`src/verilog/prefetch_pkg.sv`:
```
// ==========================================================================
// shared types and constants of the instruction prefetch buffer
// bus is Wishbone classic, read only, one read in flight, word aligned
// ==========================================================================
`default_nettype none

package prefetch_pkg;

    // fetch FIFO depth and the width of its occupancy count
    localparam int unsigned FETCH_DEPTH = 4;
    localparam int unsigned FETCH_CNT_W = $clog2(FETCH_DEPTH) + 1;

    // first fetch address after reset
    localparam logic [31:0] BOOT_ADDR = 32'h0000_0080;

    // master side of the bus
    typedef struct packed {
        logic        cyc;
        logic        stb;
        logic [31:0] adr;
    } wb_req_t;

    // slave side of the bus
    typedef struct packed {
        logic        ack;
        logic [31:0] dat;
    } wb_rsp_t;

    // branch redirect from the core
    // keep_head spares the entry the core is still looking at
    typedef struct packed {
        logic        valid;
        logic        keep_head;
        logic [31:0] target;
    } redirect_t;

    // one fetched word and where it came from
    typedef struct packed {
        logic [31:0] addr;
        logic [31:0] instr;
    } fetch_entry_t;

endpackage

`default_nettype wire
```
`src/verilog/fetch_fifo.sv`:
```
// ==========================================================================
// circular buffer of fetch entries, DEPTH must be at least 1
// push while full and pop while empty are ignored
// keep-head flush drops the head too if it is popped in the same cycle
// ==========================================================================
`timescale 1ns/1ps
`default_nettype none

module fetch_fifo
    import prefetch_pkg::*;
#(
    parameter bit          FALL_THROUGH = 1'b0,
    parameter int unsigned DEPTH        = 4
) (
    input  wire logic                                     clk_i,
    input  wire logic                                     rst_ni,
    input  wire logic                                     flush_i,
    input  wire logic                                     flush_but_first_i,
    input  wire logic                                     push_i,
    input  wire fetch_entry_t                             data_i,
    input  wire logic                                     pop_i,
    output logic                                          full_o,
    output logic                                          empty_o,
    output logic [((DEPTH > 1) ? $clog2(DEPTH) : 1):0]    cnt_o,
    output fetch_entry_t                                  data_o
);

    // pointer width, one bit less than the count
    localparam int unsigned PTR_W = (DEPTH > 1) ? $clog2(DEPTH) : 1;

    // storage, written only on an accepted push
    fetch_entry_t mem_q [DEPTH];

    logic [PTR_W-1:0] rd_ptr_q;
    logic [PTR_W-1:0] wr_ptr_q;
    logic [PTR_W:0]   cnt_q;
    logic [PTR_W:0]   cnt_d;

    // accepted push and pop after the full and empty checks
    logic wr_en;
    logic rd_en;
    // word goes straight through an empty FIFO and leaves at once
    logic bypass;
    // head survives a keep-head flush
    logic head_kept;

    // advance a pointer with wrap at DEPTH
    function automatic logic [PTR_W-1:0] ptr_inc(input logic [PTR_W-1:0] ptr);
        if (ptr == PTR_W'(DEPTH - 1)) begin
            return '0;
        end
        return ptr + 1'b1;
    endfunction

    assign cnt_o   = cnt_q;
    assign full_o  = (cnt_q == (PTR_W + 1)'(DEPTH));
    // in fall-through mode a push makes an empty FIFO look non-empty
    assign empty_o = (cnt_q == '0) & ~(FALL_THROUGH & push_i);

    assign bypass    = FALL_THROUGH && (cnt_q == '0) && push_i && pop_i;
    assign wr_en     = push_i & ~full_o & ~bypass;
    assign rd_en     = pop_i & ~empty_o & ~bypass;
    assign head_kept = (cnt_q != '0) & ~rd_en;

    // head entry, or the incoming word when passing through
    always_comb begin
        data_o = mem_q[rd_ptr_q];
        if (FALL_THROUGH && (cnt_q == '0) && push_i) begin
            data_o = data_i;
        end
    end

    // push and pop together leave the count alone
    always_comb begin
        unique case ({wr_en, rd_en})
            2'b10:   cnt_d = cnt_q + 1'b1;
            2'b01:   cnt_d = cnt_q - 1'b1;
            default: cnt_d = cnt_q;
        endcase
    end

    always_ff @(posedge clk_i or negedge rst_ni) begin
        if (!rst_ni) begin
            rd_ptr_q <= '0;
            wr_ptr_q <= '0;
            cnt_q    <= '0;
        end else if (flush_i) begin
            rd_ptr_q <= '0;
            wr_ptr_q <= '0;
            cnt_q    <= '0;
        end else if (flush_but_first_i) begin
            if (head_kept) begin
                // head stays in place, everything behind it goes
                wr_ptr_q <= ptr_inc(rd_ptr_q);
                cnt_q    <= (PTR_W + 1)'(1);
            end else begin
                rd_ptr_q <= '0;
                wr_ptr_q <= '0;
                cnt_q    <= '0;
            end
        end else begin
            if (wr_en) begin
                wr_ptr_q <= ptr_inc(wr_ptr_q);
            end
            if (rd_en) begin
                rd_ptr_q <= ptr_inc(rd_ptr_q);
            end
            cnt_q <= cnt_d;
        end
    end

    // a write in a flush cycle is harmless, the pointers move past it
    always_ff @(posedge clk_i) begin
        if (wr_en) begin
            mem_q[wr_ptr_q] <= data_i;
        end
    end

endmodule

`default_nettype wire

```
`src/verilog/prefetch_buffer.sv`:
```
// ==========================================================================
// instruction prefetch buffer top level
// core pops with instr_valid_o and instr_ready_i, entries appear one cycle
// after their bus ack; redirect with ready low to keep the head safely
// ==========================================================================
`timescale 1ns/1ps
`default_nettype none

module prefetch_buffer
    import prefetch_pkg::*;
(
    input  wire logic      clk_i,
    input  wire logic      rst_ni,
    input  wire redirect_t redirect_i,
    input  wire wb_rsp_t   wb_rsp_i,
    input  wire logic      instr_ready_i,
    output wb_req_t        wb_req_o,
    output logic           instr_valid_o,
    output fetch_entry_t   instr_o
);

    logic [FETCH_CNT_W-1:0] fifo_cnt;
    fetch_entry_t           push_entry;
    logic                   push;
    logic                   pop;
    logic                   flush;
    logic                   flush_keep;
    logic                   fifo_empty;

    // core handshake
    assign instr_valid_o = ~fifo_empty;
    assign pop           = instr_valid_o & instr_ready_i;

    prefetch_ctrl u_ctrl (
        .clk_i        (clk_i),
        .rst_ni       (rst_ni),
        .redirect_i   (redirect_i),
        .wb_rsp_i     (wb_rsp_i),
        .fifo_cnt_i   (fifo_cnt),
        .wb_req_o     (wb_req_o),
        .push_o       (push),
        .entry_o      (push_entry),
        .flush_o      (flush),
        .flush_keep_o (flush_keep)
    );

    // full is not needed here, the controller never overfills
    fetch_fifo #(
        .FALL_THROUGH (1'b0),
        .DEPTH        (FETCH_DEPTH)
    ) u_fifo (
        .clk_i             (clk_i),
        .rst_ni            (rst_ni),
        .flush_i           (flush),
        .flush_but_first_i (flush_keep),
        .push_i            (push),
        .data_i            (push_entry),
        .pop_i             (pop),
        .full_o            (),
        .empty_o           (fifo_empty),
        .cnt_o             (fifo_cnt),
        .data_o            (instr_o)
    );

endmodule

`default_nettype wire

```
`src/verilog/prefetch_ctrl.sv`:
```
// ==========================================================================
// Wishbone classic read master for instruction prefetch
// one read in flight, started only if its word will fit in the FIFO
// redirect_i.valid must be a single-cycle pulse
// ==========================================================================
`timescale 1ns/1ps
`default_nettype none

module prefetch_ctrl
    import prefetch_pkg::*;
(
    input  wire logic                   clk_i,
    input  wire logic                   rst_ni,
    input  wire redirect_t              redirect_i,
    input  wire wb_rsp_t                wb_rsp_i,
    input  wire logic [FETCH_CNT_W-1:0] fifo_cnt_i,
    output wb_req_t                     wb_req_o,
    output logic                        push_o,
    output fetch_entry_t                entry_o,
    output logic                        flush_o,
    output logic                        flush_keep_o
);

    // next address to fetch
    logic [31:0] fetch_addr_q;
    logic [31:0] fetch_addr_d;
    // address of the read on the bus
    logic [31:0] adr_q;
    // read in flight
    logic        busy_q;
    // in-flight read belongs to the stream before a redirect
    logic        stale_q;

    logic                   ack_now;
    logic                   idle_next;
    logic                   room;
    logic [FETCH_CNT_W-1:0] cnt_after;

    // read ends this cycle
    assign ack_now   = busy_q & wb_rsp_i.ack;
    // bus is free for a new read at the coming edge
    assign idle_next = ~busy_q | ack_now;

    // a word acked together with a redirect is from the old stream
    assign push_o = ack_now & ~stale_q & ~redirect_i.valid;

    assign entry_o.addr  = adr_q;
    assign entry_o.instr = wb_rsp_i.dat;

    // flush requests go straight to the FIFO
    assign flush_o      = redirect_i.valid & ~redirect_i.keep_head;
    assign flush_keep_o = redirect_i.valid & redirect_i.keep_head;

    // count seen by the next read, pops ignored so the check stays safe
    assign cnt_after = fifo_cnt_i + FETCH_CNT_W'(push_o);
    // after a redirect at most the head is left, so there is always room
    assign room = redirect_i.valid | (cnt_after < FETCH_CNT_W'(FETCH_DEPTH));

    always_comb begin
        fetch_addr_d = fetch_addr_q;
        if (redirect_i.valid) begin
            fetch_addr_d = redirect_i.target;
        end else if (push_o) begin
            // step over the word just delivered
            fetch_addr_d = fetch_addr_q + 32'd4;
        end
    end

    // cyc and stb move together, adr only changes when a read starts
    assign wb_req_o.cyc = busy_q;
    assign wb_req_o.stb = busy_q;
    assign wb_req_o.adr = adr_q;

    always_ff @(posedge clk_i or negedge rst_ni) begin
        if (!rst_ni) begin
            fetch_addr_q <= BOOT_ADDR;
            adr_q        <= '0;
            busy_q       <= 1'b0;
            stale_q      <= 1'b0;
        end else begin
            fetch_addr_q <= fetch_addr_d;
            if (idle_next) begin
                busy_q <= room;
                if (room) begin
                    adr_q <= fetch_addr_d;
                end
            end
            // stale only while the old read is still waiting for its ack
            if (ack_now) begin
                stale_q <= 1'b0;
            end else if (redirect_i.valid && busy_q) begin
                stale_q <= 1'b1;
            end
        end
    end

endmodule

`default_nettype wire

```
`config.mk`:
```
export PLATFORM = sky130hd
export DESIGN_NAME = prefetch_buffer
export DESIGN_NICKNAME = d
export VERILOG_FILES = /design/src/verilog/prefetch_pkg.sv /design/src/verilog/fetch_fifo.sv /design/src/verilog/prefetch_buffer.sv /design/src/verilog/prefetch_ctrl.sv
export SDC_FILE = /design/constraint.sdc
export NUM_CORES = 1
export LEC_CHECK = 0
export BUFFER_PORTS_ARGS = -buffer_cell sky130_fd_sc_hd__buf_2
export CAP_MARGIN = 0
export CORE_MARGIN = 8
export CORE_UTILIZATION = 62
export DETAILED_ROUTE_END_ITERATION = 12
export PLACE_DENSITY = 0.87
export SLEW_MARGIN = 10
export SYNTH_ARGS = -nofsm -noshare
export SYNTH_HDL_FRONTEND = slang
export SYNTH_SLANG_ARGS = --single-unit
```
`constraint.sdc`:
```
create_clock -name clk_i -period 8.25 [get_ports clk_i]
set_input_delay 2.0625 -clock clk_i [delete_from_list [all_inputs] [get_ports clk_i]]
set_output_delay 2.0625 -clock clk_i [all_outputs]
set_load 0.01 [all_outputs]
```
Word level (Yosys, flattened, before mapping). Memory sizes are Yosys's and may differ from the RTL's. Index checks and enable logic that the tools add are counted.

Bits in registers: 73. Bits in writable memories: 256. Output and inout port bits: 99. Word-level logic and storage cells: 82. Memories: 1.

Memory list: u_fifo.mem_q (words 4, width 64, rd ports 1, clocked after memory_dff 0, wr ports 1, RTL line fetch_fifo.sv:32) `fetch_entry_t mem_q [DEPTH];`.

$add $sub $neg: 6. $lt $le $gt $ge: 1. Equal/unequal tests: 6. Multiplexer cells: 34. Bitwise operators: 18. Reductions and logical operators: 9.

Operator list (number): 2-to-1 mux 32 bit (2); adder 32 x 3 -> 32 bit (second input constant) (1); 2-to-1 mux 2 bit (13); 2-to-1 mux 1 bit (16); bitwise AND 1 bit (9); nonzero test 3 bit (3); inverter 1 bit (7); == test 2 bit (second input constant) (3); 2-to-1 mux 3 bit (2); case mux 3 bit (2 select lines) (1); adder 2 x 1 -> 2 bit (second input constant) (2); AND reduction 2 bit (2); nonzero test 4 bit (1); adder 3 x 1 -> 3 bit (1); adder 3 x 1 -> 3 bit (second input constant) (1); == test 3 bit (second input constant) (1); logical NOT 3 bit (1); < comparator 3 bit (second input constant) (1); inequality test 3 bit (second input constant) (1); subtractor 3 x 1 -> 3 bit (second input constant) (1); == test 2 x 1 -> 1 bit (second input constant) (1); bitwise OR 1 bit (2); nonzero test 2 bit (1); logical AND 1 bit (1).

Logic depth before layout (Yosys ltp).
Depth in word-level cells: 13. Mapped depth: 9. Gate-level depth less buffers: 8.

By module. From an unflattened synthesis, not the netlist that was laid out.

Cell total of the unflattened synthesis: 734. Area, all modules: 13530.5 um^2.

Modules (own cells, without submodules): fetch_fifo (instances 1, cells an instance 387, area an instance 9754.4 um^2); prefetch_ctrl (instances 1, cells an instance 345, area an instance 3766.1 um^2); prefetch_buffer (instances 1, cells an instance 2, area an instance 10.0 um^2).

Worst setup path after synthesis. No wires, ideal clock.

Path kind: input to register. Start: input redirect_i[33] (netlist name). End: memory u_fifo.mem_q[0][0] (netlist name), enable pin. Data arrival time: 4.097 ns. Data required time: 7.821 ns. Path slack: 3.725 ns. Cell stages on the path: 3. Cell sequence: nand4bb_1 a21oi_1 and2_1.

Longest elaborated chain between the ends: 5.

Ends and longest elaborated chain: start: declaration (RTL line prefetch_buffer.sv:14) `input wire redirect_t redirect_i,`; inverter 1 bit (RTL line prefetch_ctrl.sv:45) `assign push_o = ack_now & ~stale_q & ~redirect_i.valid;`; bitwise AND 1 bit (RTL line prefetch_ctrl.sv:45); bitwise AND 1 bit (RTL line fetch_fifo.sv:61) `assign wr_en = push_i & ~full_o & ~bypass;`; 2-to-1 mux 1 bit (RTL line fetch_fifo.sv:114) `if (wr_en) begin`; 2-to-1 mux 1 bit (implied by the code) (RTL line fetch_fifo.sv:115) `mem_q[wr_ptr_q] <= data_i;`; end: declaration (RTL line fetch_fifo.sv:32).

Every way passes these cells.

==> flow_summary.json <==
{
  "status": "completed",
  "clk_path_buf_depth": 3,
  "required_ps": 6190,
  "postSynthCellCount": 705,
  "grt-ovfl-total": 0,
  "placedCellCount": 1109,
  "holdBufCountCts": 0,
  "final_cells": 1165,
  "clock_skew_ps": 14.4,
  "ys_seq_area_frac": 0.739,
  "drv_cap": 0,
  "ys.flop_type": "edfxtp_1",
  "drt_iter0_drc": 597,
  "net-switching-power_uw": 1150,
  "die_h_microns": 160,
  "syn_area_sq_um": 12900,
  "rsz0062_at_grt": "false",
  "setup_tns_ps": 0,
  "die_w_microns": 160,
  "drive_gt1_frac": 0.341,
  "synth-edff-count": 256,
  "area_growth_pct": 15.7,
  "clock_latency_ps": 550,
  "synth.distinct_cells": 51,
  "final_nets": 950,
  "viasPerCell": 6.03,
  "cp-start-kind": "register",
  "pre_cts_ws_ps": 3730,
  "ys_top_cells_by_area": "edfxtp_1, dfrtp_1, mux4_2, mux2_2, xor2_1",
  "yosys.cell_count.top_type": "edfxtp_1",
  "cts_buffers": 31,
  "synth_nets": 783,
  "r2r-start": "u_ctrl.busy_q",
  "async_flop_share": 0.222,
  "final.setup.worst_slack_ps": 3290,
  "routedWlPerCell_microns": 22.9,
  "ir_worst_vdd_mv": 0.267,
  "cts_root_buffer": "clkbuf_16",
  "postCtsSetupRepairBufs": 0,
  "grt_pass1_vias": 7488,
  "worstPathMaxFanout": 41,
  "fin_crit_ps": 4960,
  "yosysWarnings": 0,
  "r2r-end": "u_fifo.cnt_o[2]",
  "die-area_sq_um": 25600,
  "hold_violations": 0,
  "internal_power_uw": 3150,
  "slew_headroom": 0.262,
  "p_leak_uw": 0.00530,
  "worst_pin_slew_ps": 1100,
  "place.gp.congestion": 0.904,
  "cp-startpoint": "u_fifo.rd_ptr_q[0]",
  "grt_max_degree": 74,
  "avgSynthCellArea_sq_um": 18.3,
  "switching_share": 0.267,
  "dp_hpwl_mm": 16.5,
  "setup_viol": 0,
  "yosys_register_bits": 329,
  "maxSlewViolCount": 0,
  "numClockSinks": 329,
  "worst_setup_path_end_kind": "output port",
  "cts_resized": 0,
  "remaining_drc_errors": 0,
  "port_buffers": 168,
  "grtUsageTotal": 0.209,
  "netlist_top_cells_count": "edfxtp_1, dfrtp_1, mux4_2, nand2_1, nor2_1",
  "initial_core_util": 0.635,
  "first_pass_iters": 5,
  "r2r_setup_slack_ps": 5730,
  "wl_mm": 26.7,
  "critPathKind": "reg -> out",
  "fin_crit_sh": 0.602,
  "p_per_area_nw_per_um2": 289,
  "worstHoldPathType": "reg -> reg",
  "core_region_area_sq_um": 20300,
  "max_freq_ghz": 0.201,
  "ios": 169,
  "cts-htree-levels": 1,
  "grt_pass1_wl_mm": 42.2,
  "seqPwrFrac": 0.500,
  "antenna_found_initial": 1,
  "clkPwrFrac": 0.308,
  "combPwrFrac": 0.192,
  "ant_nets": 0,
  "yosysTopAreaCell": "edfxtp_1",
  "endpoint": "instr_o[52]",
  "path_clk_slew_ps": 60,
  "synth_top_area_share": 0.597,
  "worst_r2r_path_depth": 8,
  "rows": 52,
  "worstPathArrival_ps": 2900,
  "cts_tree": "done",
  "vias": 7021
}
## worst max-delay path, cell delays in order (launching register included)
cell,delay (ps)
dfrtp_4,810
buf_4,740
mux4_2,620
buf_2,160
## per-layer routing
layer	vias to the layer above	wire length, microns	GRT usage
li1	3121	-	-
met1	3574	11200	0.280
met2	290	13000	0.343
met3	36	2010	0.0476
met4	0	476	0.0518
met5	-	0	0
## per-stage QoR
step	utilization	cell area, sq um	total power (uW)	hold slack [ps]
detailed placement	0.688	14000	3030	487
finish	0.734	14900	4300	501
CTS	0.734	14900	4350	501
global route	0.734	14900	4490	516
global placement	0.688	14000	3000	493
floorplan	-	12900	2680	469
## power by group through the flow
stage                     sequential, uW  combinational [uW]  clock [uW]
final                               2150                 827        1320
after global routing                2180                 901        1410
after CTS                           2160                 846        1350
after detailed placement            2190                 841           0
after global placement              2180                 822           0
after floorplan                     2110                 572           0
## how the worst min path moves through the flow
stage,from,to,cells after the start
floorplan,u_ctrl.fetch_addr_q[0],u_ctrl.fetch_addr_q[0],1
global placement,u_ctrl.fetch_addr_q[0],u_ctrl.fetch_addr_q[0],1
detailed placement,u_ctrl.fetch_addr_q[1],u_ctrl.fetch_addr_q[1],1
CTS,u_ctrl.fetch_addr_q[1],u_ctrl.fetch_addr_q[1],1
global route,u_ctrl.fetch_addr_q[1],u_ctrl.fetch_addr_q[1],1
finish,u_ctrl.fetch_addr_q[1],u_ctrl.fetch_addr_q[1],1
## registers in the layout, summed over array words and instances, names as in the netlist
signal and flops:
u_ctrl.busy_q 1, u_fifo.wr_ptr_q 2, u_fifo.mem_q 256, u_ctrl.stale_q 1, u_fifo.rd_ptr_q 2, u_ctrl.fetch_addr_q 32
u_fifo.cnt_o 3, u_ctrl.adr_q 32
## layout make-up
class	count	area [sq um]
Clock inverter	13	115
Multi-Input combinational cell	332	3210
Tap cell	270	338
Clock buffer	42	827
Inverter	8	30.0
Sequential cell	329	9520
Antenna cell	1	2.50
Timing Repair Buffer	170	858
Fill cell	1245	5400
## cell families (layout without fill, tap and decap cells)
| kind of cell | count (synthesis) | in the layout | share of synthesized area |
|---|---|---|---|
| AOI/OAI and AO/OA | 72 | 72 | 0.0338 |
| DFF | 329 | 329 | 0.739 |
| muxes | 89 | 89 | 0.133 |
| xor gates and xnor gates | 26 | 26 | 0.0177 |
| other | 0 | 1 | 0 |
| buffers and inverters | 44 | 233 | 0.0141 |
| adders and majority gates | 8 | 8 | 0.00835 |
| and+or+nand+nor | 137 | 137 | 0.0543 |
## layout by cell type (no fill, tap or decap), drive strengths merged, types with 11 or more instances in the layout
| master | instances |
|---|---|
| buf | 170 |
| dfrtp | 72 |
| o21ai | 23 |
| nand3 | 11 |
| nand4 | 14 |
| xor2 | 16 |
| clkbuf | 42 |
| a21oi | 23 |
| nand2 | 32 |
| nor2 | 30 |
| mux2 | 20 |
| mux4 | 64 |
| edfxtp | 256 |
Note: power is estimated with default switching activity, not from simulation.
